[src/hdl/vm_config.svh]
`ifndef VM_CONFIG_SVH
`define VM_CONFIG_SVH

// generic instruction opcodes
`define VM_OP_MOV_CONST 8'h00
`define VM_OP_MOV       8'h01
`define VM_OP_ADD       8'h02
`define VM_OP_ADD_CONST 8'h03
`define VM_OP_CALL      8'h04
`define VM_OP_RET       8'h05
`define VM_OP_JMP       8'h07
`define VM_OP_DJNZ      8'h09
`define VM_OP_COND_JMP  8'h0A
`define VM_OP_SUB       8'h13
`define VM_OP_AND       8'h14
`define VM_OP_OR        8'h15
`define VM_OP_SHL       8'h16
`define VM_OP_SHR       8'h17

// storage sizes and word width
`define VM_VAR_COUNT    256
`define VM_STACK_DEPTH  256
`define VM_WORD_BITS    16

// condJmp subopcode flags, relation sits in bits 2:0
`define VM_COND_VAR_BIT  7
`define VM_COND_WIDE_BIT 6

`endif

[src/hdl/vm_store.sv]
`timescale 1ns/10ps

module vm_store #(
  parameter type entry_t = logic [15:0]
) (
  input  logic       clk,
  input  logic       we,
  input  logic [7:0] waddr,
  input  entry_t     wdata,
  input  logic [7:0] raddr_a,
  output entry_t     rdata_a,
  input  logic [7:0] raddr_b,
  output entry_t     rdata_b
);

  entry_t mem [0:255];

  // single write port
  always_ff @(posedge clk) begin
    if (we) begin
      mem[waddr] <= wdata;
    end
  end

  // two asynchronous read ports
  assign rdata_a = mem[raddr_a];
  assign rdata_b = mem[raddr_b];

endmodule

[config.mk]
export PLATFORM = sky130hd
export DESIGN_NAME = vm_store
export DESIGN_NICKNAME = d
export VERILOG_FILES = /design/src/hdl/vm_config.svh /design/src/hdl/vm_store.sv
export SDC_FILE = /design/constraint.sdc
export NUM_CORES = 2
export LEC_CHECK = 0
export BUFFER_PORTS_ARGS = -buffer_cell sky130_fd_sc_hd__buf_2
export CAP_MARGIN = 20
export CORE_AREA = 2 2 694 696
export CTS_CLUSTER_DIAMETER = 50
export DETAILED_ROUTE_END_ITERATION = 7
export DIE_AREA = 0 0 696 698
export PLACE_DENSITY = 0.57
export SKIP_LAST_GASP = 1
export SLEW_MARGIN = 5
export SYNTH_ARGS = -nofsm -noshare
export SYNTH_HDL_FRONTEND = slang
export SYNTH_SLANG_ARGS = --single-unit
[constraint.sdc]
create_clock -name clk -period 2.75 [get_ports clk]
set_input_delay 0.1375 -clock clk [delete_from_list [all_inputs] [get_ports clk]]
set_output_delay 0.1375 -clock clk [all_outputs]
set_load 0.02 [all_outputs]
* Yosys cells after proc, flatten, opt, wreduce, memory -nomap -nowiden *
Memories as Yosys holds them, arrays and structs flattened.
Index checks and enable logic that the tools add are counted.

storage, ports and cells
  output and inout bits = 32
  memory bits (writable) = 4096
  input port bits = 42
  memories kept = 1
  memory bits (read-only) = 0
  register bits after elaboration = 0
  bits in latches = 0

memory list
  name  words  bits a word  read ports  clocked after memory_dff  wr ports  RTL line        source
  mem   256    16           2           0                         1         vm_store.sv:16  entry_t mem [0:255];

cells by class
  bitwise operators = 0
  $mul = 0
  div/mod/pow operators = 0
  reduce and logical (&&, ||, !) cells = 0
  $lt $le $gt $ge = 0
  add/subtract/negate cells = 0
  muxes and demuxes = 2
  shifts and indexed selects = 0
  equality and inequality tests = 0

operators by type and width
  kind              count
  2-to-1 mux 1 bit  2

* Logic depth before layout (Yosys ltp) *
  depth in word-level cells = 2
  gate-level depth with buffers = 13

* Least setup slack after synthesis *
OpenSTA, ideal clock, no wires.

  path kind = input -> output
  from = in raddr_b[0]
  to = out rdata_b[10] (netlist bit)
  data required time = 2612 ps
  path slack = 249 ps
  data arrival time = 2364 ps
  buffers on the path = 2
  stages = 8
  cells stage by stage = buf_4 > buf_1 > mux4_2 > mux4_2 > a22oi_1 > nand2_1 > o31ai_1 > nor3_1

RTL lines
  element             RTL line        source
  start: declaration  vm_store.sv:12  input logic [7:0] raddr_b,
  end: declaration    vm_store.sv:13  output entry_t rdata_b

==> flow_metrics.tcl <==
set metrics [dict create \
    status "finished with violations" \
    failed_checks "setup timing" \
    track_usage_pct 29.21 \
    syn_area_mm2 0.1909 \
    overflow 0 \
    startpoint_type "register" \
    min_path_type "in -> reg" \
    required_ns 2.61 \
    hpwl_um 484200 \
    crit_slowest_cell "nor3_4" \
    largest_register_ffs 4096 \
    grt_pass1_vias 120600 \
    drtIter0Drc 17200 \
    crit_chain "buf_6 -> mux2i_4 -> o221ai_4 -> buf_6 -> o21ai_4 -> a211oi_2 -> buf_4 -> nand4_1 -> nor3_4 -> buf_4 -> buf_6" \
    cpMostUsedCell "buf_6" \
    cts_tree "yes" \
    gp_congestion 0.9529 \
    startpoint "mem[245][7]$_DFFE_PP_" \
    cp_data_arrival_time_ns 4.04 \
    antenna_left 0 \
    initial_core_util_pct 39.98 \
    synth_edf_count 4096 \
    synth_top_area_cell "edfxtp_1" \
    root_buffer "clkbuf_16" \
    hold_viol_final 0 \
    reg.largest.list "mem x4096" \
    ys_seq_elements 4096 \
    endpoint_kind "output port" \
    fin_crit_sh_pct 151.8 \
    core_area_mm2 0.4777 \
    dr.pass1.iters 6 \
    synth_cells 10100 \
    synth_ff_type "edfxtp_1" \
    setup-violations-final 32 \
    place_area_mm2 0.2133 \
    critical_path_class "reg -> out" \
    async_reset_ff_share_pct 0 \
    syn_nets 10150 \
    fmax_mhz 239.6 \
    finalPower_w 0.1466 \
    switching_share_pct 24.55 \
    seq_area_frac_synth_pct 64.42 \
    vias 120400 \
    cp.depth 11 \
    fin_nets 11740 \
    cts_max_level 5 \
    fp.dieW_um 696 \
    post_synth.cell_area_avg_um2 18.90 \
    grt_antenna_before_repair 43 \
    synthTopCellsByArea "edfxtp_1 64%, mux4_2 20%, mux2i_1 5.4%, o221ai_1 1.9%, o22ai_1 0.92%" \
    seq_power_share_pct 47.0 \
    leakagePower_nw 76.69 \
    areaGrowthSynthToFinish_pct 21.73 \
    synth.most_common_cell "edfxtp_1" \
    critPathTopFamily "simple AND/OR/NAND/NOR gates" \
    synth_top_area_share_pct 64.42 \
    period_minus_slack_ns 4.174 \
    grt_pass1_wl_um 987300 \
    drc 0 \
    slew_viol_final 0 \
    wire_per_inst_um 38.95 \
    fin_cells 18530 \
    layout-drive-gt1-share_pct 41.11 \
    avgViaCountPerCell 6.500 \
    synthTopCellsByCount "4096 x edfxtp_1, 1688 x mux4_2, 1021 x mux2i_1, 418 x o221ai_1, 382 x clkbuf_1" \
    crit_buf_inv 5 \
    wirelength_um 721700 \
    power_frac_clock_pct 42.7 \
    fp.dieH_um 698 \
    max_stage_delay_ns 0.72 \
    n_fill_cell 39110 \
    finalWorstSetupSlack_ns -1.424 \
    cp_max_fo 2 \
    finalInstanceArea_mm2 0.2324 \
    clockBufferDepth 4 \
    dieArea_mm2 0.4858 \
    row_count 254 \
    tightest_slew_ns 1.114 \
    clkTransAtPathRegs_ns 0.06 \
    p_switching_w 0.03599 \
    rsz0062_at_grt "true" \
    maxCapViolations 0 \
    p_int_w 0.1106 \
    ys_types 58 \
    grt_max_degree 116 \
    relSlewSlack_pct 25.76 \
    peakVddDrop_uv 588.4 \
    numCtsBuffers 474 \
    dpl.cell_count 17600 \
    cp-endpoint "rdata_b[7]" \
    power.density_mw_per_mm2 630.9 \
    io_buffers 73 \
    cts_sinks 4096 \
    comb_power_share_pct 10.3 \
    synth_warnings 0 \
    num_io_pins 74 \
    dp_slack_ns -1.965 \
    top_register "mem" \
]
-- through the flow --
step | util (%) | setup TNS, ns | hold WS (ns)
CTS | 48.48 | -34.15 | 0.002733
detailed placement | 44.66 | -39.90 | 0.5671
finish | 48.66 | -32.51 | 0.06080
global placement | 44.64 | -43.27 | 0.5556
global route | 48.65 | -33.87 | 0.02013
floorplan | - | 0 | 0.2364
-- power by group through the flow --
stage	registers (W)	clock network, W	logic, W
final	0.0689	0.0626	0.0151
after floorplan	0.0702	0	0.00658
after global routing	0.0689	0.0657	0.0155
after CTS	0.0689	0.0632	0.0147
after detailed placement	0.0702	0	0.0141
after global placement	0.0702	0	0.0139
-- cells in the final DEF (no fill, tap or decap), types with 67 or more instances in the layout --
cell type,Yosys,routed
edfxtp_1,4096,4096
buf_6,92,67
nor2_1,355,131
mux4_2,1688,1688
clkbuf_1,382,67
nor3_1,185,131
clkinv_1,0,105
a22oi_1,119,90
o22ai_1,281,247
o221ai_1,418,358
nor2_2,0,210
mux2i_1,1021,1014
clkinv_2,0,77
clkbuf_16,0,482
nand2_1,257,242
buf_12,5,271
a21oi_1,210,201
buf_4,100,1554
-- how the worst min path moves through the flow --
stage	cells after the start	slack [ns]	start	endpoint
final	4	0.06	waddr[3]	mem[172][10]$_DFFE_PP_
after global routing	4	0.02	waddr[3]	mem[172][10]$_DFFE_PP_
after CTS	4	0.003	waddr[3]	mem[172][10]$_DFFE_PP_
after detailed placement	1	0.57	wdata[5]	mem[129][5]$_DFFE_PP_
after global placement	1	0.56	wdata[5]	mem[131][5]$_DFFE_PP_
after floorplan	0	0.24	wdata[0]	mem[0][0]$_DFFE_PP_
-- cell type report --
cell class	count	area, um^2	share of cell area, %
sequential	4096	123000	52.92
multi-input combinational	5151	67020	28.83
timing repair buffer	1969	18890	8.129
clock buffer	546	12240	5.265
tap	6400	8008	3.445
clock inverter	342	3177	1.367
antenna	21	52.55	0.02261
inverter	6	45.04	0.01938
-- kinds of logic after synthesis --
family	share of synthesized area [%]
AO/OA/AOI/OAI	5.414
buffers and inverters	2.474
flip-flops	64.42
multiplexers	25.26
AND/OR/NAND/NOR	2.435
-- timing repair --
item                                    4_1_cts  5_1_grt
hold endpoints to repair                   3405        0
pin swaps                                   198      101
buffers inserted                             27       12
hold buffers                                 19        0
resized for setup                           528      118
endpoints found under the setup margin       32       32
gates cloned                                  3        3
-- metal layers --
metal  track usage, %  part of all wire (%)  up-vias
li1                 -                     -    47210
met1            39.35                    37    64060
met2            44.50                    45     7703
met3            6.273                    11     1448
met4            15.72                   6.5       20
met5                0                 0.018        -
(Power assumes the default switching activity.)
