[config.mk]
export PLATFORM = sky130hd
export DESIGN_NAME = vm_alu
export DESIGN_NICKNAME = d
export VERILOG_FILES = /design/src/hdl/vm_pkg.sv /design/src/hdl/vm_alu.sv
export VERILOG_INCLUDE_DIRS = /design/src /design/src/hdl
export SDC_FILE = /design/constraint.sdc
export NUM_CORES = 1
export LEC_CHECK = 0
export BUFFER_PORTS_ARGS = -buffer_cell sky130_fd_sc_hd__buf_4
export CORE_MARGIN = 4
export CORE_UTILIZATION = 40
export DETAILED_ROUTE_END_ITERATION = 8
export PLACE_DENSITY = 0.58
export SYNTH_ARGS = -nofsm -noshare
export SYNTH_HDL_FRONTEND = slang
export SYNTH_SLANG_ARGS = --single-unit
[constraint.sdc]
create_clock -name vclk -period 11.4
set_clock_uncertainty 0.2 [all_clocks]
set_input_delay 1.71 -clock vclk [all_inputs]
set_output_delay 1.71 -clock vclk [all_outputs]
set_load 0.05 [all_outputs]
[src/hdl/vm_config.svh]
`ifndef VM_CONFIG_SVH
`define VM_CONFIG_SVH

// generic instruction opcodes
`define VM_OP_MOV_CONST 8'h00
`define VM_OP_MOV       8'h01
`define VM_OP_ADD       8'h02
`define VM_OP_ADD_CONST 8'h03
`define VM_OP_CALL      8'h04
`define VM_OP_RET       8'h05
`define VM_OP_JMP       8'h07
`define VM_OP_DJNZ      8'h09
`define VM_OP_COND_JMP  8'h0A
`define VM_OP_SUB       8'h13
`define VM_OP_AND       8'h14
`define VM_OP_OR        8'h15
`define VM_OP_SHL       8'h16
`define VM_OP_SHR       8'h17

// storage sizes and word width
`define VM_VAR_COUNT    256
`define VM_STACK_DEPTH  256
`define VM_WORD_BITS    16

// condJmp subopcode flags, relation sits in bits 2:0
`define VM_COND_VAR_BIT  7
`define VM_COND_WIDE_BIT 6

`endif

[src/hdl/vm_pkg.sv]
package vm_pkg;

  // program byte and variable value
  typedef logic [7:0]  byte_t;
  typedef logic [15:0] word_t;

  // program address, also what the call stack holds
  typedef logic [15:0] pc_t;

  // variable index and stack pointer
  typedef logic [7:0]  idx_t;

  typedef enum logic [3:0] {
    alu_add,
    alu_sub,
    alu_and,
    alu_or,
    alu_shl,
    alu_shr,
    alu_dec,
    alu_pass,
    alu_cmp_eq,
    alu_cmp_ne,
    alu_cmp_gt,
    alu_cmp_ge,
    alu_cmp_lt,
    alu_cmp_le
  } alu_op_t;

  // one step per program byte, then execute
  typedef enum logic [2:0] {
    st_fetch,
    st_operand1,
    st_operand2,
    st_operand3,
    st_operand4,
    st_execute,
    st_halted
  } seq_state_t;

endpackage

[src/hdl/vm_alu.sv]
`timescale 1ns/10ps

`include "vm_config.svh"

module vm_alu import vm_pkg::*; (
  input  alu_op_t op,
  input  word_t   a,
  input  word_t   b,
  output word_t   result,
  output logic    cond
);

  always_comb begin
    result = '0;
    cond   = 1'b0;
    case (op)
      alu_add: result = a + b;
      alu_sub: result = a - b;
      alu_and: result = a & b;
      alu_or:  result = a | b;
      // whole 16-bit count, anything past the word clears it
      alu_shl: begin
        if (b >= `VM_WORD_BITS) begin
          result = '0;
        end else begin
          result = a << b[3:0];
        end
      end
      alu_shr: begin
        if (b >= `VM_WORD_BITS) begin
          result = '0;
        end else begin
          result = a >> b[3:0];
        end
      end
      alu_dec:  result = a - 16'd1;
      alu_pass: result = b;
      // unsigned relations of a against b
      alu_cmp_eq: cond = (a == b);
      alu_cmp_ne: cond = (a != b);
      alu_cmp_gt: cond = (a > b);
      alu_cmp_ge: cond = (a >= b);
      alu_cmp_lt: cond = (a < b);
      alu_cmp_le: cond = (a <= b);
      default: begin
        result = '0;
        cond   = 1'b0;
      end
    endcase
  end

endmodule

## Yosys cells after proc, flatten, opt, wreduce, memory -nomap -nowiden

Cells that the tools add are included.

- $add $sub $neg: 3
- $lt $le $gt $ge: 5
- Equal/unequal tests: 15
- Shifts and indexed selects: 2
- Mux-type cells: 4
- Bitwise gates (word level): 2
- Reduce and logical (&&, ||, !) cells: 1

Operators with widths:

| cell | count |
|---|---|
| 16-bit one-hot mux with 8 select lines | 1 |
| 16-bit 2-to-1 mux | 2 |
| 4-bit equality test, second input constant | 6 |
| 16-bit adder | 1 |
| 16-bit AND | 1 |
| 16-bit equality test | 1 |
| 4-bit by 3-bit equality test with 1-bit output, second input constant | 4 |
| 16-bit greater-or-equal comparator | 1 |
| 16-bit by 5-bit greater-or-equal comparator with 1-bit output, second input constant | 1 |
| 16-bit > comparator | 1 |
| 16-bit <= comparator | 1 |
| 16-bit less-than comparator | 1 |
| 16-bit != test | 1 |
| 16-bit OR | 1 |
| 16-bit by 4-bit left shift with 16-bit output | 1 |
| 16-bit by 4-bit right shift with 16-bit output | 1 |
| 16-bit by 1-bit subtractor with 16-bit output, second input constant | 1 |
| 16-bit subtractor | 1 |
| 4-bit by 2-bit equality test with 1-bit output, second input constant | 2 |
| 1-bit one-hot mux with 6 select lines | 1 |
| 4-bit by 1-bit equality test with 1-bit output, second input constant | 1 |
| 4-bit logical NOT | 1 |

- Flip-flop bits (word level): 0
- Input bits: 36
- Output and inout bits: 17

## Longest topological paths before layout

Gate-level depths: netlist of the first run.

- Word-level depth: 3
- Depth in mapped cells: 17
- Gate-level depth less buffers: 14

## Worst setup path after synthesis of the first run

Ideal clock, no wire load.

- Kind: input to output
- Start point: input b[1]
- End point: output result[12]
- Arrival time: 6,068 ps
- Data required time: 9,490 ps
- Slack: 3,422 ps
- Stages on the path: 15
- Path buffers: 2
- Path through: inv_2 clkbuf_1 ha_1 nand2_1 or2_2 clkbuf_1 nor4_1 xnor2_1 nand2_1 ha_1 nand3_1 nor4b_1 or4_1 a21oi_1 o311ai_0

- Word-level cells in the longest chain between the ends: 3
- Elaborated cells on any way between the ends: 8

Ends and longest elaborated chain:

| element | line | source |
|---|---|---|
| start: declaration | vm_alu.sv:8 | `input word_t b,` |
| 16-bit by 5-bit greater-or-equal comparator with 1-bit output (no source line), or another cell as far along | - |  |
| 16-bit 2-to-1 mux, on equally long branches | vm_alu.sv:30, vm_alu.sv:23 |  |
| 16-bit one-hot mux with 8 select lines (*) | vm_alu.sv:16 | `case (op)` |
| end: declaration | vm_alu.sv:9 | `output word_t result,` |

Mark *: on every way between the ends. The rest lies on a longest branch, timed or not.

## Worst setup path after layout of the first run

Ends and elaborated chain as after synthesis.

==> impl_metrics.csv, run 1 <==
group,metric,value,unit
sta,fmax,135,MHz
final_layout,nNetsFinal,746,
critical_path,criticalPathCategory,"in -> out",
min_path,min_to,"cond",
die,die_w,112,µm
sta,finalCritPeriodShare,65.1,%
sta,min_period,7.42,ns
final_layout,area_growth,8.24,%
clock_network,postCtsSetupBuffers,0,
grt,first_global_vias,4670,
die,ios,53,
sta,setup_tns,0,ns
yosys,synth_area_per_cell,6.99,µm²
final_layout,layout_commonest_cell,"ha_1",
yosys,synth_area_leaders,"ha_1 20%, a21oi_1 5.5%, mux2i_1 5.3%",
drt,finalWirelength,16200,µm
critical_path,cpMaxStageDelayCell,"or4_1",
final_layout,antenna_cells,0,
grt,grt_start_max_net_pins,47,
placement,pre_cts_ws,4.00,ns
drt,vias,4878,
grt,antenna_found_initial,1,
drt,drc_errors,0,
sta,rsz0062_at_grt,"no",
yosys,synth.distinct_cells,71,
critical_path,required,9.49,ns
sta,tightestPinTransition,0.838,ns
status,status,"finished clean",
drt,drtAntennaViolNets,0,
placement,placed_area,0.00469,mm²
yosys,yosysWarnings,0,
placement,hpwl,12800,µm
die,start_util,41.6,%
critical_path,cp_slowest_stage_delay,0.52,ns
yosys,netlist_area,0.00433,mm²
yosys,netlist_instances,619,
die,die_h,112,µm
yosys,synth_top_area_share,19.7,%
drt,wl_per_cell,21.0,µm
final_layout,n_fill_cell,1110,
drt,first_pass_iters,5,
critical_path,crit_path_cell_trace,"buf_4 -> inv_2 -> ha_1 -> nand2_1 -> or2_2 -> nor4_1 -> xnor2_1 -> nand2_1 -> ha_1 -> nor2b_1 -> or4_1 -> a21oi_1 -> a32oi_1 -> o311ai_0 -> buf_4",
power,leakagePower,2.08,nW
die,die_area,0.0126,mm²
run,drv_cap,0,
power,vdd_drop_max,22.9,µV
grt,grt_pass1_wl,25500,µm
clock_network,cts_resized,0,
sta,layout_setup_ws,3.98,ns
final_layout,seq_cell_count,0,
grt,grt_usage,24.9,%
yosys,syn-num-nets,725,
yosys,synth_seq_area_share,0,%
sta,relSlewSlack,43.9,%
drt,drt_iter0_drc,423,
power,p_per_area,50.2,mW/mm²
sta,maxSlewViolCount,0,
yosys,synth_largest_area_cell,"ha_1",
placement,port_buffers,53,
clock_network,cts_hold_buf,0,
sta,finalHoldViolations,0,
die,row_count,37,
min_path,hold_class,"in -> out",
placement,gp_congestion,0.960,
min_path,holdPathStages,3,
final_layout,final_core_util,45.0,%
final_layout,regArea,0,µm²
final_layout,clockBufferCount,0,
critical_path,startpoint_type,"primary input",
grt,globalRouteOverflowTotal,0,
min_path,hold_start,"op[3]",
final_layout,mostFrequentLayoutCells,"68 x ha_1, 57 x nor2_1, 55 x buf_4, 52 x nand2_1, 48 x a21oi_1",
sta,setup_viol,0,
critical_path,worstPathMaxFanout,32,
critical_path,end_kind,"output port",
drt,via_per_inst,6.30,
critical_path,worstPathArrival,5.51,ns
final_layout,design_area,0.00469,mm²
die,core,0.0104,mm²
final_layout,drive_above_1_share,13.8,%
## metal layers
metal  part of all wire (%)  GRT usage [%]  vias up
li1                       -              -     2325
met1                     43           34.5     2336
met2                     45           40.0      187
met3                    8.9           4.37       28
met4                    2.7           6.09        2
met5                  0.080              0        -
## through the flow
step           hold slack (ns)  std cells  power [mW]
2_1_floorplan             3.48        619       0.165
3_3_place_gp              3.63        774       0.231
3_5_place_dp              3.63        774       0.231
4_1_cts                   3.64        774       0.232
5_1_grt                   3.65        774       0.258
6_report                  3.64        774       0.235
## worst max-delay path, delay by kind of cell
| family | cells | cell delay (ns) |
|---|---|---|
| buf+inv | 3 | 0.94 |
| simple gates | 6 | 1.52 |
| compound gates | 3 | 0.47 |
| fa+ha+maj | 2 | 0.69 |
| xor+xnor | 1 | 0.16 |
## cell type report
cell class	count	area [µm²]	share of cell area, %
Tap cell	136	170	3.63
Timing Repair Buffer	55	413	8.81
Inverter	47	176	3.77
Multi-Input combinational cell	536	3930	83.8
## synthesized netlist by cell type, types with 5 or more instances
| cell type | number |
|---|---|
| a21o_1 | 9 |
| a21oi_1 | 48 |
| a221o_1 | 5 |
| a221oi_1 | 15 |
| a22oi_1 | 8 |
| a31oi_1 | 9 |
| and2_1 | 5 |
| buf_2 | 5 |
| clkbuf_1 | 17 |
| clkbuf_8 | 5 |
| ha_1 | 68 |
| inv_1 | 45 |
| mux2_2 | 10 |
| mux2i_1 | 23 |
| nand2_1 | 52 |
| nand2b_1 | 6 |
| nand3_1 | 22 |
| nand4_1 | 5 |
| nor2_1 | 57 |
| nor2b_1 | 6 |
| nor4_1 | 5 |
| o211ai_1 | 12 |
| o21ai_0 | 45 |
| o221ai_1 | 5 |
| o22ai_1 | 6 |
| or3_1 | 11 |
| xnor2_1 | 26 |
| xor2_1 | 8 |
## worst max-delay path by stage
stage,start,endpoint
after floorplan,b[1],result[12]
after global placement,op[2],result[12]
after detailed placement,b[1],result[12]
after CTS,op[2],result[12]
after global routing,op[2],result[12]
final,b[1],result[12]
## cell families (layout without fill, tap and decap cells)
family	after synthesis	count (layout)	synth area share (%)
xor+xnor	34	34	6.88
buf+inv	83	102	9.45
fa+ha+maj	70	70	20.6
simple gates	195	195	22.4
mux	37	37	10.0
compound gates	200	200	30.7
## power breakdown
group | switching (mW) | internal, mW | total, mW
Sequential | 0 | 0 | 0
Combinational | 0.148 | 0.0870 | 0.235
Clock | 0 | 0 | 0
Note: power is estimated with default switching activity, not from simulation.
==> run 2, diff against run 1 <==
clock period = 7.69 ns   (was 11.4 ns; I/O delays follow)
==> run 2 against run 1 <==
  * Cell count is the same
  * Die area is the same
  * Sequential cell count did not move
  * Critical path depth stayed put
  * Combinational power rose by 49%
  * Power increased by 49%
  * Global-route usage is 0.37 points higher
  * Non-clock buffer count did not move
  * Count of clock-buffer cells in the layout unchanged
  * Sequential share of layout area unchanged
  * Critical path type unchanged
==> impl_metrics.csv, run 2 (synthesis results as in run 1) <==
group,metric,value,unit
power,clkPwrFrac,0,%
final_layout,n_fill_cell,1116,
grt,antenna_found_initial,1,
power,leakagePower,2.08,nW
critical_path,required,6.34,ns
power,p_per_area,74.8,mW/mm²
grt,grt_pass1_wl,25900,µm
die,die_w,112,µm
final_layout,nNetsFinal,746,
die,start_util,41.6,%
critical_path,startpoint_type,"primary input",
power,vdd_drop_max,34.1,µV
grt,grt_start_max_net_pins,47,
sta,setup_tns,0,ns
die,ios,53,
grt,grt_usage,25.2,%
sta,setup_viol,0,
power,power.internal,0.129,mW
drt,drc_errors,0,
sta,relSlewSlack,40.9,%
critical_path,worstPathMaxFanout,32,
min_path,hold_class,"in -> out",
status,status,"finished clean",
power,comb_power_share,100.0,%
clock_network,postCtsSetupBuffers,0,
placement,hpwl,12900,µm
critical_path,end_kind,"output port",
die,die_h,112,µm
die,core,0.0104,mm²
die,die_area,0.0126,mm²
grt,globalRouteOverflowTotal,0,
final_layout,multi_input_area,0.00393,mm²
drt,first_pass_iters,5,
final_layout,layout_commonest_cell,"ha_1",
placement,port_buffers,53,
power,swShare,63.2,%
final_layout,drive_above_1_share,13.8,%
critical_path,criticalPathCategory,"in -> out",
drt,finalWirelength,16300,µm
drt,drtAntennaViolNets,0,
final_layout,regArea,0,µm²
sta,finalCritPeriodShare,82.7,%
clock_network,cts_resized,0,
final_layout,mostFrequentLayoutCells,"68 x ha_1, 57 x nor2_1, 55 x buf_4, 52 x nand2_1, 48 x a21oi_1",
drt,via_per_inst,6.32,
clock_network,cts_hold_buf,0,
drt,drt_iter0_drc,536,
final_layout,seq_cell_count,0,
run,drv_cap,0,
sta,tightestPinTransition,0.884,ns
drt,wl_per_cell,21.0,µm
die,row_count,37,
drt,vias,4892,
sta,min_period,6.36,ns
final_layout,area_growth,8.24,%
grt,first_global_vias,4639,
sta,finalHoldViolations,0,
sta,rsz0062_at_grt,"no",
sta,maxSlewViolCount,0,
sta,fmax,157,MHz
final_layout,clockBufferCount,0,
power,p_sw,0.221,mW
power,seqPwrFrac,0,%
sta,fin_hold_ws,2.52,ns
placement,gp_congestion,0.960,
final_layout,antenna_cells,0,
critical_path,worstPathArrival,5.00,ns
## run 2: cell counts in the layout (fill, tap and decap cells not counted)
Identical to the previous run, type by type.
## run 2: final timing paths
kind	from	endpoint	slack, ns	cells past startpoint
min	op[3]	cond	2.52	3
max	b[1]	result[12]	1.33	15
## run 2: area by class of cell
cell class                      instances  share of cell area, %
Inverter                               47                   3.77
Multi-Input combinational cell        536                   83.8
Tap cell                              136                   3.63
Timing Repair Buffer                   55                   8.81
## run 2: metal layers
| layer | part of all wire, % | vias to the layer above | global-route usage, % |
|---|---|---|---|
| met2 | 45 | 197 | 40.9 |
| met5 | 0.080 | - | 0 |
| met3 | 9.4 | 18 | 2.96 |
| li1 | - | 2315 | - |
| met1 | 43 | 2360 | 36.2 |
| met4 | 2.0 | 2 | 5.13 |
## run 2: power groups by stage
stage,registers [mW],logic [mW],clock network [mW]
finish,0,0.350,0
detailed placement,0,0.344,0
global route,0,0.384,0
CTS,0,0.346,0
floorplan,0,0.245,0
global placement,0,0.343,0
## run 2: critical path, stage by stage
cell and delay, ns:
buf_4 0.22, inv_2 0.45, ha_1 0.32, nand2_1 0.12, or2_2 0.38, nor4_1 0.28, xnor2_1 0.16, nand2_1 0.09
ha_1 0.39, nor2b_1 0.15, or4_1 0.53, a21oi_1 0.20, a32oi_1 0.12, o311ai_0 0.15, buf_4 0.27
## run 2: per-stage QoR
stage	setup WS, ns	utilization, %	total power, mW	area, µm²	std cells
global route	1.07	45.0	0.384	4690	774
finish	1.33	45.0	0.350	4690	774
global placement	1.47	45.0	0.343	4690	774
floorplan	0.825	-	0.245	4330	619
detailed placement	1.37	45.0	0.344	4690	774
CTS	1.37	45.0	0.346	4690	774
