## src/hdl/vm_config.svh

```systemverilog
`ifndef VM_CONFIG_SVH
`define VM_CONFIG_SVH

// generic instruction opcodes
`define VM_OP_MOV_CONST 8'h00
`define VM_OP_MOV       8'h01
`define VM_OP_ADD       8'h02
`define VM_OP_ADD_CONST 8'h03
`define VM_OP_CALL      8'h04
`define VM_OP_RET       8'h05
`define VM_OP_JMP       8'h07
`define VM_OP_DJNZ      8'h09
`define VM_OP_COND_JMP  8'h0A
`define VM_OP_SUB       8'h13
`define VM_OP_AND       8'h14
`define VM_OP_OR        8'h15
`define VM_OP_SHL       8'h16
`define VM_OP_SHR       8'h17

// storage sizes and word width
`define VM_VAR_COUNT    256
`define VM_STACK_DEPTH  256
`define VM_WORD_BITS    16

// condJmp subopcode flags, relation sits in bits 2:0
`define VM_COND_VAR_BIT  7
`define VM_COND_WIDE_BIT 6

`endif

```

## src/hdl/vm_pkg.sv

```systemverilog
package vm_pkg;

  // program byte and variable value
  typedef logic [7:0]  byte_t;
  typedef logic [15:0] word_t;

  // program address, also what the call stack holds
  typedef logic [15:0] pc_t;

  // variable index and stack pointer
  typedef logic [7:0]  idx_t;

  typedef enum logic [3:0] {
    alu_add,
    alu_sub,
    alu_and,
    alu_or,
    alu_shl,
    alu_shr,
    alu_dec,
    alu_pass,
    alu_cmp_eq,
    alu_cmp_ne,
    alu_cmp_gt,
    alu_cmp_ge,
    alu_cmp_lt,
    alu_cmp_le
  } alu_op_t;

  // one step per program byte, then execute
  typedef enum logic [2:0] {
    st_fetch,
    st_operand1,
    st_operand2,
    st_operand3,
    st_operand4,
    st_execute,
    st_halted
  } seq_state_t;

endpackage

```

## src/hdl/vm_sequencer.sv

```systemverilog
`timescale 1ns/10ps

`include "vm_config.svh"

module vm_sequencer import vm_pkg::*; (
  input  logic    clk,
  input  logic    reset,
  output pc_t     prog_addr,
  input  byte_t   prog_data,
  output alu_op_t alu_op,
  output word_t   alu_a,
  output word_t   alu_b,
  input  word_t   alu_result,
  input  logic    alu_cond,
  output logic    var_we,
  output idx_t    var_addr,
  output word_t   var_wdata,
  output idx_t    var_raddr_a,
  input  word_t   var_rdata_a,
  output idx_t    var_raddr_b,
  input  word_t   var_rdata_b,
  output logic    stack_we,
  output idx_t    stack_addr,
  output pc_t     stack_wdata,
  input  pc_t     stack_rdata,
  output logic    halted
);

  seq_state_t state;
  pc_t        pc;
  idx_t       sp;
  byte_t      opcode;
  byte_t      subopcode;
  idx_t       dst;
  idx_t       src;
  word_t      operand;
  // second byte of a two-byte field in operand3/operand4
  logic       second;
  // condJmp relation result, taken before the target overwrites operand
  logic       cond_hit;
  logic       is_cond;
  logic       writes_var;

  assign is_cond = (opcode == `VM_OP_COND_JMP);

  ////////////////////////////////////////////////////////////////////////////
  // step machine
  ////////////////////////////////////////////////////////////////////////////

  always_ff @(posedge clk) begin
    if (!reset) begin
      state    <= st_fetch;
      pc       <= '0;
      sp       <= '0;
      second   <= 1'b0;
      cond_hit <= 1'b0;
    end else begin
      case (state)
        st_fetch: begin
          opcode <= prog_data;
          case (prog_data)
            `VM_OP_RET: begin
              pc    <= pc + 16'd1;
              state <= st_execute;
            end
            `VM_OP_MOV_CONST, `VM_OP_MOV, `VM_OP_ADD, `VM_OP_ADD_CONST, `VM_OP_CALL,
            `VM_OP_JMP, `VM_OP_DJNZ, `VM_OP_COND_JMP, `VM_OP_SUB, `VM_OP_AND,
            `VM_OP_OR, `VM_OP_SHL, `VM_OP_SHR: begin
              pc    <= pc + 16'd1;
              state <= st_operand1;
            end
            // unknown opcode, pc stays on it
            default: state <= st_halted;
          endcase
        end
        st_operand1: begin
          pc    <= pc + 16'd1;
          state <= st_operand2;
          case (opcode)
            `VM_OP_JMP, `VM_OP_CALL: operand[15:8] <= prog_data;
            `VM_OP_COND_JMP:         subopcode <= prog_data;
            default:                 dst <= prog_data;
          endcase
        end
        st_operand2: begin
          pc <= pc + 16'd1;
          case (opcode)
            `VM_OP_JMP, `VM_OP_CALL: begin
              operand[7:0] <= prog_data;
              state        <= st_execute;
            end
            `VM_OP_MOV_CONST, `VM_OP_SHL, `VM_OP_SHR, `VM_OP_DJNZ: begin
              operand[15:8] <= prog_data;
              state         <= st_operand3;
            end
            `VM_OP_ADD_CONST: begin
              operand <= {8'h00, prog_data};
              state   <= st_execute;
            end
            `VM_OP_COND_JMP: begin
              src   <= prog_data;
              state <= st_operand3;
            end
            default: begin
              src   <= prog_data;
              state <= st_execute;
            end
          endcase
        end
        st_operand3: begin
          pc <= pc + 16'd1;
          if (!is_cond) begin
            operand[7:0] <= prog_data;
            state        <= st_execute;
          end else if (second) begin
            operand[7:0] <= prog_data;
            second       <= 1'b0;
            state        <= st_operand4;
          end else if (subopcode[`VM_COND_VAR_BIT]) begin
            // comparand is a variable, the wide flag does not apply
            dst   <= prog_data;
            state <= st_operand4;
          end else if (subopcode[`VM_COND_WIDE_BIT]) begin
            operand[15:8] <= prog_data;
            second        <= 1'b1;
          end else begin
            operand <= {8'h00, prog_data};
            state   <= st_operand4;
          end
        end
        // condJmp target, high byte then low byte
        st_operand4: begin
          pc <= pc + 16'd1;
          if (!second) begin
            cond_hit      <= alu_cond && (subopcode[2:1] != 2'b11);
            operand[15:8] <= prog_data;
            second        <= 1'b1;
          end else begin
            operand[7:0] <= prog_data;
            second       <= 1'b0;
            state        <= st_execute;
          end
        end
        st_execute: begin
          state <= st_fetch;
          case (opcode)
            `VM_OP_JMP: pc <= operand;
            `VM_OP_CALL: begin
              sp <= sp + 8'd1;
              pc <= operand;
            end
            `VM_OP_RET: begin
              sp <= sp - 8'd1;
              pc <= stack_rdata;
            end
            `VM_OP_DJNZ: begin
              if (alu_result != '0) begin
                pc <= operand;
              end
            end
            `VM_OP_COND_JMP: begin
              if (cond_hit) begin
                pc <= operand;
              end
            end
            default: pc <= pc;
          endcase
        end
        default: state <= st_halted;
      endcase
    end
  end

  ////////////////////////////////////////////////////////////////////////////
  // datapath control
  ////////////////////////////////////////////////////////////////////////////

  always_comb begin
    alu_a = var_rdata_a;
    alu_b = var_rdata_b;
    case (opcode)
      `VM_OP_MOV_CONST, `VM_OP_ADD_CONST, `VM_OP_SHL, `VM_OP_SHR: alu_b = operand;
      `VM_OP_COND_JMP: begin
        if (!subopcode[`VM_COND_VAR_BIT]) begin
          alu_b = operand;
        end
      end
      default: alu_b = var_rdata_b;
    endcase
  end

  always_comb begin
    case (opcode)
      `VM_OP_ADD, `VM_OP_ADD_CONST: alu_op = alu_add;
      `VM_OP_SUB:  alu_op = alu_sub;
      `VM_OP_AND:  alu_op = alu_and;
      `VM_OP_OR:   alu_op = alu_or;
      `VM_OP_SHL:  alu_op = alu_shl;
      `VM_OP_SHR:  alu_op = alu_shr;
      `VM_OP_DJNZ: alu_op = alu_dec;
      `VM_OP_COND_JMP: begin
        case (subopcode[2:0])
          3'd0:    alu_op = alu_cmp_eq;
          3'd1:    alu_op = alu_cmp_ne;
          3'd2:    alu_op = alu_cmp_gt;
          3'd3:    alu_op = alu_cmp_ge;
          3'd4:    alu_op = alu_cmp_lt;
          default: alu_op = alu_cmp_le;
        endcase
      end
      default: alu_op = alu_pass;
    endcase
  end

  always_comb begin
    case (opcode)
      `VM_OP_MOV_CONST, `VM_OP_MOV, `VM_OP_ADD, `VM_OP_ADD_CONST, `VM_OP_SUB,
      `VM_OP_AND, `VM_OP_OR, `VM_OP_SHL, `VM_OP_SHR, `VM_OP_DJNZ: writes_var = 1'b1;
      default: writes_var = 1'b0;
    endcase
  end

  // condJmp reads its tested variable on a, comparand index on b
  assign var_raddr_a = is_cond ? src : dst;
  assign var_raddr_b = is_cond ? dst : src;

  assign var_we    = (state == st_execute) && writes_var;
  assign var_addr  = dst;
  assign var_wdata = alu_result;

  // push at sp, pop from sp minus 1
  assign stack_we    = (state == st_execute) && (opcode == `VM_OP_CALL);
  assign stack_addr  = (opcode == `VM_OP_RET) ? sp - 8'd1 : sp;
  assign stack_wdata = pc;

  assign prog_addr = pc;
  assign halted    = (state == st_halted);

endmodule

```

## config.mk

```make
export PLATFORM = sky130hd
export DESIGN_NAME = vm_sequencer
export DESIGN_NICKNAME = d
export VERILOG_FILES = /design/src/hdl/vm_pkg.sv /design/src/hdl/vm_sequencer.sv
export VERILOG_INCLUDE_DIRS = /design/src /design/src/hdl
export SDC_FILE = /design/constraint.sdc
export NUM_CORES = 1
export LEC_CHECK = 0
export BUFFER_PORTS_ARGS = -buffer_cell sky130_fd_sc_hd__clkbuf_2
export CORE_MARGIN = 1.5
export CORE_UTILIZATION = 50
export DETAILED_ROUTE_END_ITERATION = 6
export MAX_ROUTING_LAYER = met4
export PLACE_DENSITY = 0.82
export SYNTH_ARGS = -nofsm -noshare
export SYNTH_HDL_FRONTEND = slang
export SYNTH_SLANG_ARGS = --single-unit
```

## constraint.sdc

```tcl
create_clock -name clk -period 3.3 [get_ports clk]
set_clock_uncertainty 0.1 [all_clocks]
set_input_delay 0.33 -clock clk [delete_from_list [all_inputs] [get_ports clk]]
set_output_delay 0.33 -clock clk [all_outputs]
set_load 0.01 [all_outputs]
```

# --- Word-level counts from Yosys, hierarchy flattened ---
# Memory sizes are Yosys's and may differ from the RTL's. A register that Yosys moved wholly into a read port is not among the register bits.
# Cells that the tools add are included.
# W data, S select, Z words.
totals:
  register_bits: 77
  rom_bits: 32
  input_bits: 75
  out_inout_bits: 119
  word_cells: 155
  memories: 1
op_classes:
  addsub: 3
  eq_ne: 53
  mux: 48
  n_bitwise: 2
  n_reduce_logical: 37
memory_table:
  columns: ["name", "depth", "width", "read_ports", "rd_clocked_by_memory_dff", "wr", "line_no", "rtl"]
  rows:
  - ["(no name shown)", 32, 1, 1, 1, 0, "vm_sequencer.sv:216", "case (opcode)"]
ops:
  columns: ["op", "count"]
  rows:
  - ["$mux W8", 17]
  - ["$eq A8 B5 Y1 const B", 10]
  - ["$mux W16", 5]
  - ["$pmux W16 S4", 1]
  - ["$eq A8 B3 Y1 const B", 6]
  - ["$pmux W16 S3", 1]
  - ["$pmux W8 S2", 3]
  - ["$eq A8 B2 Y1 const B", 4]
  - ["$eq A8 B4 Y1 const B", 4]
  - ["$pmux W16 S2", 1]
  - ["$pmux W4 S8", 1]
  - ["$pmux W8 S4", 1]
  - ["$pmux W8 S3", 1]
  - ["$ne A2 B2 Y1 const B", 11]
  - ["$mux W3", 6]
  - ["$pmux W3 S6", 1]
  - ["$add A16 B1 Y16 const B", 1]
  - ["$logic_not A8 Y1", 2]
  - ["$reduce_bool A16 Y1", 1]
  - ["$pmux W3 S5", 1]
  - ["$reduce_or A14 Y1", 1]
  - ["$reduce_or A13 Y1", 1]
  - ["$eq A3 B2 Y1 const B", 4]
  - ["$eq A3 B3 Y1 const B", 4]
  - ["29 further kinds", 55]

# --- Logic depth before layout (Yosys ltp) ---
logic_depth:
  ltp_word: 5
  ltp_mapped: 9
  mapped_depth_nobuf: 7

# --- Least setup slack after synthesis ---
# No wires, ideal clock.
synth_path:
  path_kind: "flip-flop to flip-flop"
  start: "register opcode[5]"
  end: "register operand[10], enable pin"
  setup_time_ns: 0.398
  t_arrival_ns: 2.391
  required_ns: 2.802
  setup_slack_ns: 0.412
  path_stages_with_launch: 8
  path_buffers: 1
  synth_period_minus_slack_ns: 2.888
  cell_sequence: "edfxtp_1 > or3_1 > clkbuf_1 > nor2_2 > nand3_1 > nor3_1 > nor2_1 > nor4b_1"
synth_via:
  elab_chain_cells: 4
  elab_cells_between_ends: 14
  cone_classes: "eq/ne (10); reduce/logical (4)"
synth_lines:
  columns: ["item", "line_no", "rtl"]
  rows:
  - ["from (decl)", "vm_sequencer.sv:32", "byte_t opcode;"]
  - ["from (signal assigned)", "vm_sequencer.sv:60", "opcode <= prog_data;"]
  - ["$eq A8 B4 Y1, or another cell as far along", "vm_sequencer.sv:87", "case (opcode)"]
  - ["$reduce_or A4 Y1 or $reduce_or A2 Y1 (tied branches)", null, null]
  - ["$ne A3 B2 Y1 (no line) or $ne A2 B2 Y1 (tied branches)", null, null]
  - ["$reduce_and A8 Y1 (no line) *", null, null]
  - ["to (signal assigned)", "vm_sequencer.sv:80", "`VM_OP_JMP, `VM_OP_CALL: operand[15:8] <= prog_data;"]
  - ["to (signal assigned)", "vm_sequencer.sv:93", "operand[15:8] <= prog_data;"]
  - ["to (signal assigned)", "vm_sequencer.sv:97", "operand <= {8'h00, prog_data};"]
  - ["to (decl)", "vm_sequencer.sv:36", "word_t operand;"]
# Every way passes the cells marked *; elsewhere a longest branch is shown, timed or not.
# A chain may end at the register's enable or synchronous reset.

# --- Worst setup path after layout ---
layout_path:
  start: "register opcode[5]"
  end: "output port alu_op[1]"
layout_via:
  elab_chain_cells: 3
  elab_cells_between_ends: 11
  cone_classes: "eq/ne (9); mux (1); reduce/logical (1)"
layout_lines:
  columns: ["item", "line_no", "rtl"]
  rows:
  - ["$eq A8 B2 Y1", "vm_sequencer.sv:193", "case (opcode)"]
  - ["$reduce_or A2 Y1", "vm_sequencer.sv:193", null]
  - ["$pmux W4 S8 *", "vm_sequencer.sv:193", null]
  - ["to (decl)", "vm_sequencer.sv:10", "output alu_op_t alu_op,"]
# Marks and branches as above.

==> summary.md <==
| Metric | Value |
|---|---|
| Req. time, crit path | `2.87 ns` |
| Number of global-route vias before repair | `4,249` |
| Share of Yosys cell area claimed by the top area cell type | `26.9%` |
| GPL Wtd Cong | `0.916` |
| Final net count | `between 700 and 800` |
| WL per Instance | `17.0 um` |
| CP Data Arrival Time | `2.63 ns` |
| Crit share post-route | `92.7%` |
| First-pass GRT wire length | `21,100 um` |
| Cells after synthesis | `573` |
| Total grt overflow | `0` |
| Clock transition at path regs | `approximately 0.08 ns` |
| FF-to-FF Start | `opcode[3]` |
| CP endpoint kind | `primary output` |
| N_diodes | `0` |
| HP Class | `in -> reg` |
| Number of DRC markers in iteration 0 | `488` |
| Via Count | `4,678` |
| Power Total | `2210 uW` |
| Pre-Repair DR Iteration Count | `5` |
| Hold path start | `alu_cond` |
| Final core occ | `59.0%` |
| FFs w/ async S/R, synth | `0%` |
| Pleak | `around 0.0024 uW` |
| Die Y-Extent | `103 um` |
| Area Growth Syn to Fin | `14.7%` |
| Slowest cell on the critical path | `and3_1` |
| Post-synth top area cell | `edfxtp_1` |
| TritonCTS clock tree | `built` |
| Register area share after synthesis | `between 30% and 40%` |
| CP peak stage delay | `0.68 ns` |
| Fill count | `866` |
| CTS Sinks | `75` |
| Max-slew violation count | `0` |
| Largest net degree at the start of global routing | `41` |
| DRC violations left | `0` |
| Avg Inst Size Synth | `8.78 sq um` |
| Core footprint | `about 0.0098 sq mm` |
| Fin crit period | `about 3.1 ns` |
| TritonCTS Buffers | `9` |
| WP buf/inv | `1` |
| Synth top area cells | `edfxtp_1 (27%), dfxtp_1 (12%), buf_4 (7.3%)` |
| Fin worst setup slack | `0.241 ns` |
| Hold Path Sink | `cond_hit` |
| Cell family with most CP delay | `simple AND/OR/NAND/NOR gates` |
| Post-Syn Area | `0.00503 sq mm` |
| R2r worst-path depth | `5` |
| Setup Viol. Count Final | `0` |
| Initial antenna violation count | `0` |
| FP Rows | `36` |
| Clock Tree Buf Depth | `2` |
| Post-synth EDFFs | `45` |
| Slew HR | `47.0%` |
| Least-Margin Pin Slew | `~0.79 ns` |
| WHS Path Cells | `3` |
| Initial Util | `51.5%` |
| # resized after CTS | `0` |
| Post-synth cell types | `66` |
| Clock latency on the worst-skew pair | `between 0.3 and 0.4 ns` |
| WS Path Type | `reg -> out` |
| Port-buffer cells | `161` |
| Worst reg-to-reg setup slack | `between 0.5 and 0.6 ns` |
| Top FF cell, synth | `edfxtp_1` |
| Maximum vdd drop | `0.479 mV` |
| Root Buffer | `clkbuf_8` |
| Setup_tns | `0 ns` |
| DP HPWL | `10,300 um` |
| FMAX | `0.327 GHz` |
| Die X | `~100 um` |
| Share of layout cells above drive strength 1 | `around 32%` |
| Die area | `0.0107 sq mm` |
| Postcts setup bufs | `0` |
| Global Route Usage Sum | `26.9%` |
| Reg-to-reg endpoint | `var_addr[7]` |
| Via/cell ratio | `5.76` |
| Count leader, synth | `nand2_1` |
| Synthesized Nets | `653` |
| DRT Wirelength | `roughly 14,000 um` |
| Count of final hold-check violations | `0` |
| Status | `completed` |
| RSZ-0062 raised after global routing | `no` |
| Flops & latches, synth | `75` |
| CP max FO | `19` |
| Pwr per Cell Area | `roughly 380 mW/mm^2` |
| Worst setup SP type | `flip-flop` |
| Final antenna-violating net count | `0` |
| Synth warn | `0` |
| Worst-path cell chain | `or3_1, nor2_2, and3_1, a311o_1, clkbuf_2` |
| Pre-CTS WS | `0.632 ns` |
| Synth top cells by count | `nand2_1 (92), buf_4 (49), edfxtp_1 (45), dfxtp_1 (30), nor2_1 (30)` |
| # H-tree levels | `3` |
| Max-Cap Viols | `0` |
| CTS Hold Buffers Added | `0` |
| I/O pin count | `194` |
## metal layers
| layer | GRT usage, % | part of all wire, % |
|---|---|---|
| met1 | 33.6 | 41 |
| met2 | 43.3 | 49 |
| met5 | - | 0 |
| met3 | 6.32 | 8.3 |
| met4 | 8.63 | 1.4 |
## where the power goes
| part | leakage [uW] | internal (uW) | switching [uW] | total, uW |
|---|---|---|---|---|
| sequential | 0.000654 | 1040 | 65.1 | 1100 |
| combinational | 0.00164 | 154 | 219 | 373 |
| clock | 0.0000950 | 359 | 378 | 736 |
## tightest hold or removal path: cells and delay by family
kind	cells	cell delay, ns
AND/OR/NAND/NOR	1	0.05
buffers and inverters	1	0.08
AO/OA/AOI/OAI	1	0.07
## cell usage in the layout, fill, tap and decap left out, types with 4 or more instances in the layout
cell        n
a31oi_1    10
mux2_2     17
o21ai_0    18
mux2i_1     9
buf_4      11
and3_1      5
xor2_1      5
clkbuf_2  161
and3b_1     4
dfxtp_1    30
o21a_1      4
nor4b_1     4
nor3_1     21
edfxtp_1   45
xnor2_1     8
and2_1      8
nor4_1     10
clkbuf_8    9
o211ai_1    8
o21ai_1     8
nand3_1    10
and4_1      5
o22ai_1     6
nand2b_1   12
nand4_1    11
nand2_1    92
or3_1       4
inv_1       6
a21oi_1    25
nor2b_1    16
nor2_1     30
ha_1        5
nor3b_1     4
## state kept, by name, indices dropped and copies added, names as in the netlist, named ones only
signal,count
operand,16
prog_addr,16
opcode,8
sp,8
src,8
var_addr,8
subopcode,5
state,3
cond_hit,1
second,1
## final cells by class
type,count,area (sq um),area share [%]
inverter,7,26.3,0.455
timing repair buffer,172,888,15.4
tap,133,166,2.88
clock buffer,10,128,2.21
multi-input combinational,409,2530,43.9
sequential,75,1950,33.8
clock inverter,6,73.8,1.28
## metrics by stage
| stage | area (sq um) | cells | hold slack [ns] |
|---|---|---|---|
| after global placement | 5570 | 796 | 0.368 |
| after floorplan | 5030 | 573 | 0.329 |
| final | 5770 | 812 | 0.107 |
| after global routing | 5770 | 812 | 0.0988 |
| after CTS | 5770 | 812 | 0.0961 |
| after detailed placement | 5570 | 796 | 0.389 |
## worst max path at each step
stage | depth (start not counted) | startpoint | slack (ns) | to
6_report | 5 | opcode[5] | 0.24 | alu_op[1]
5_1_grt | 5 | opcode[5] | 0.13 | alu_op[1]
4_1_cts | 5 | opcode[5] | 0.23 | alu_op[1]
3_5_place_dp | 5 | opcode[3] | 0.63 | var_addr[2]
3_3_place_gp | 6 | opcode[5] | 0.72 | var_addr[3]
2_1_floorplan | 7 | opcode[5] | 0.41 | operand[10]
## logic make-up (layout without fill, tap and decap cells)
family | count (synthesis) | after routing | synth area share, %
simple gates | 253 | 253 | 26.2
fa+ha+maj | 5 | 5 | 1.24
buf+inv | 89 | 195 | 10.8
mux | 26 | 26 | 5.60
xor+xnor | 13 | 13 | 2.26
flops | 75 | 75 | 38.8
compound gates | 112 | 112 | 15.1
Note: power is estimated with default switching activity, not from simulation.
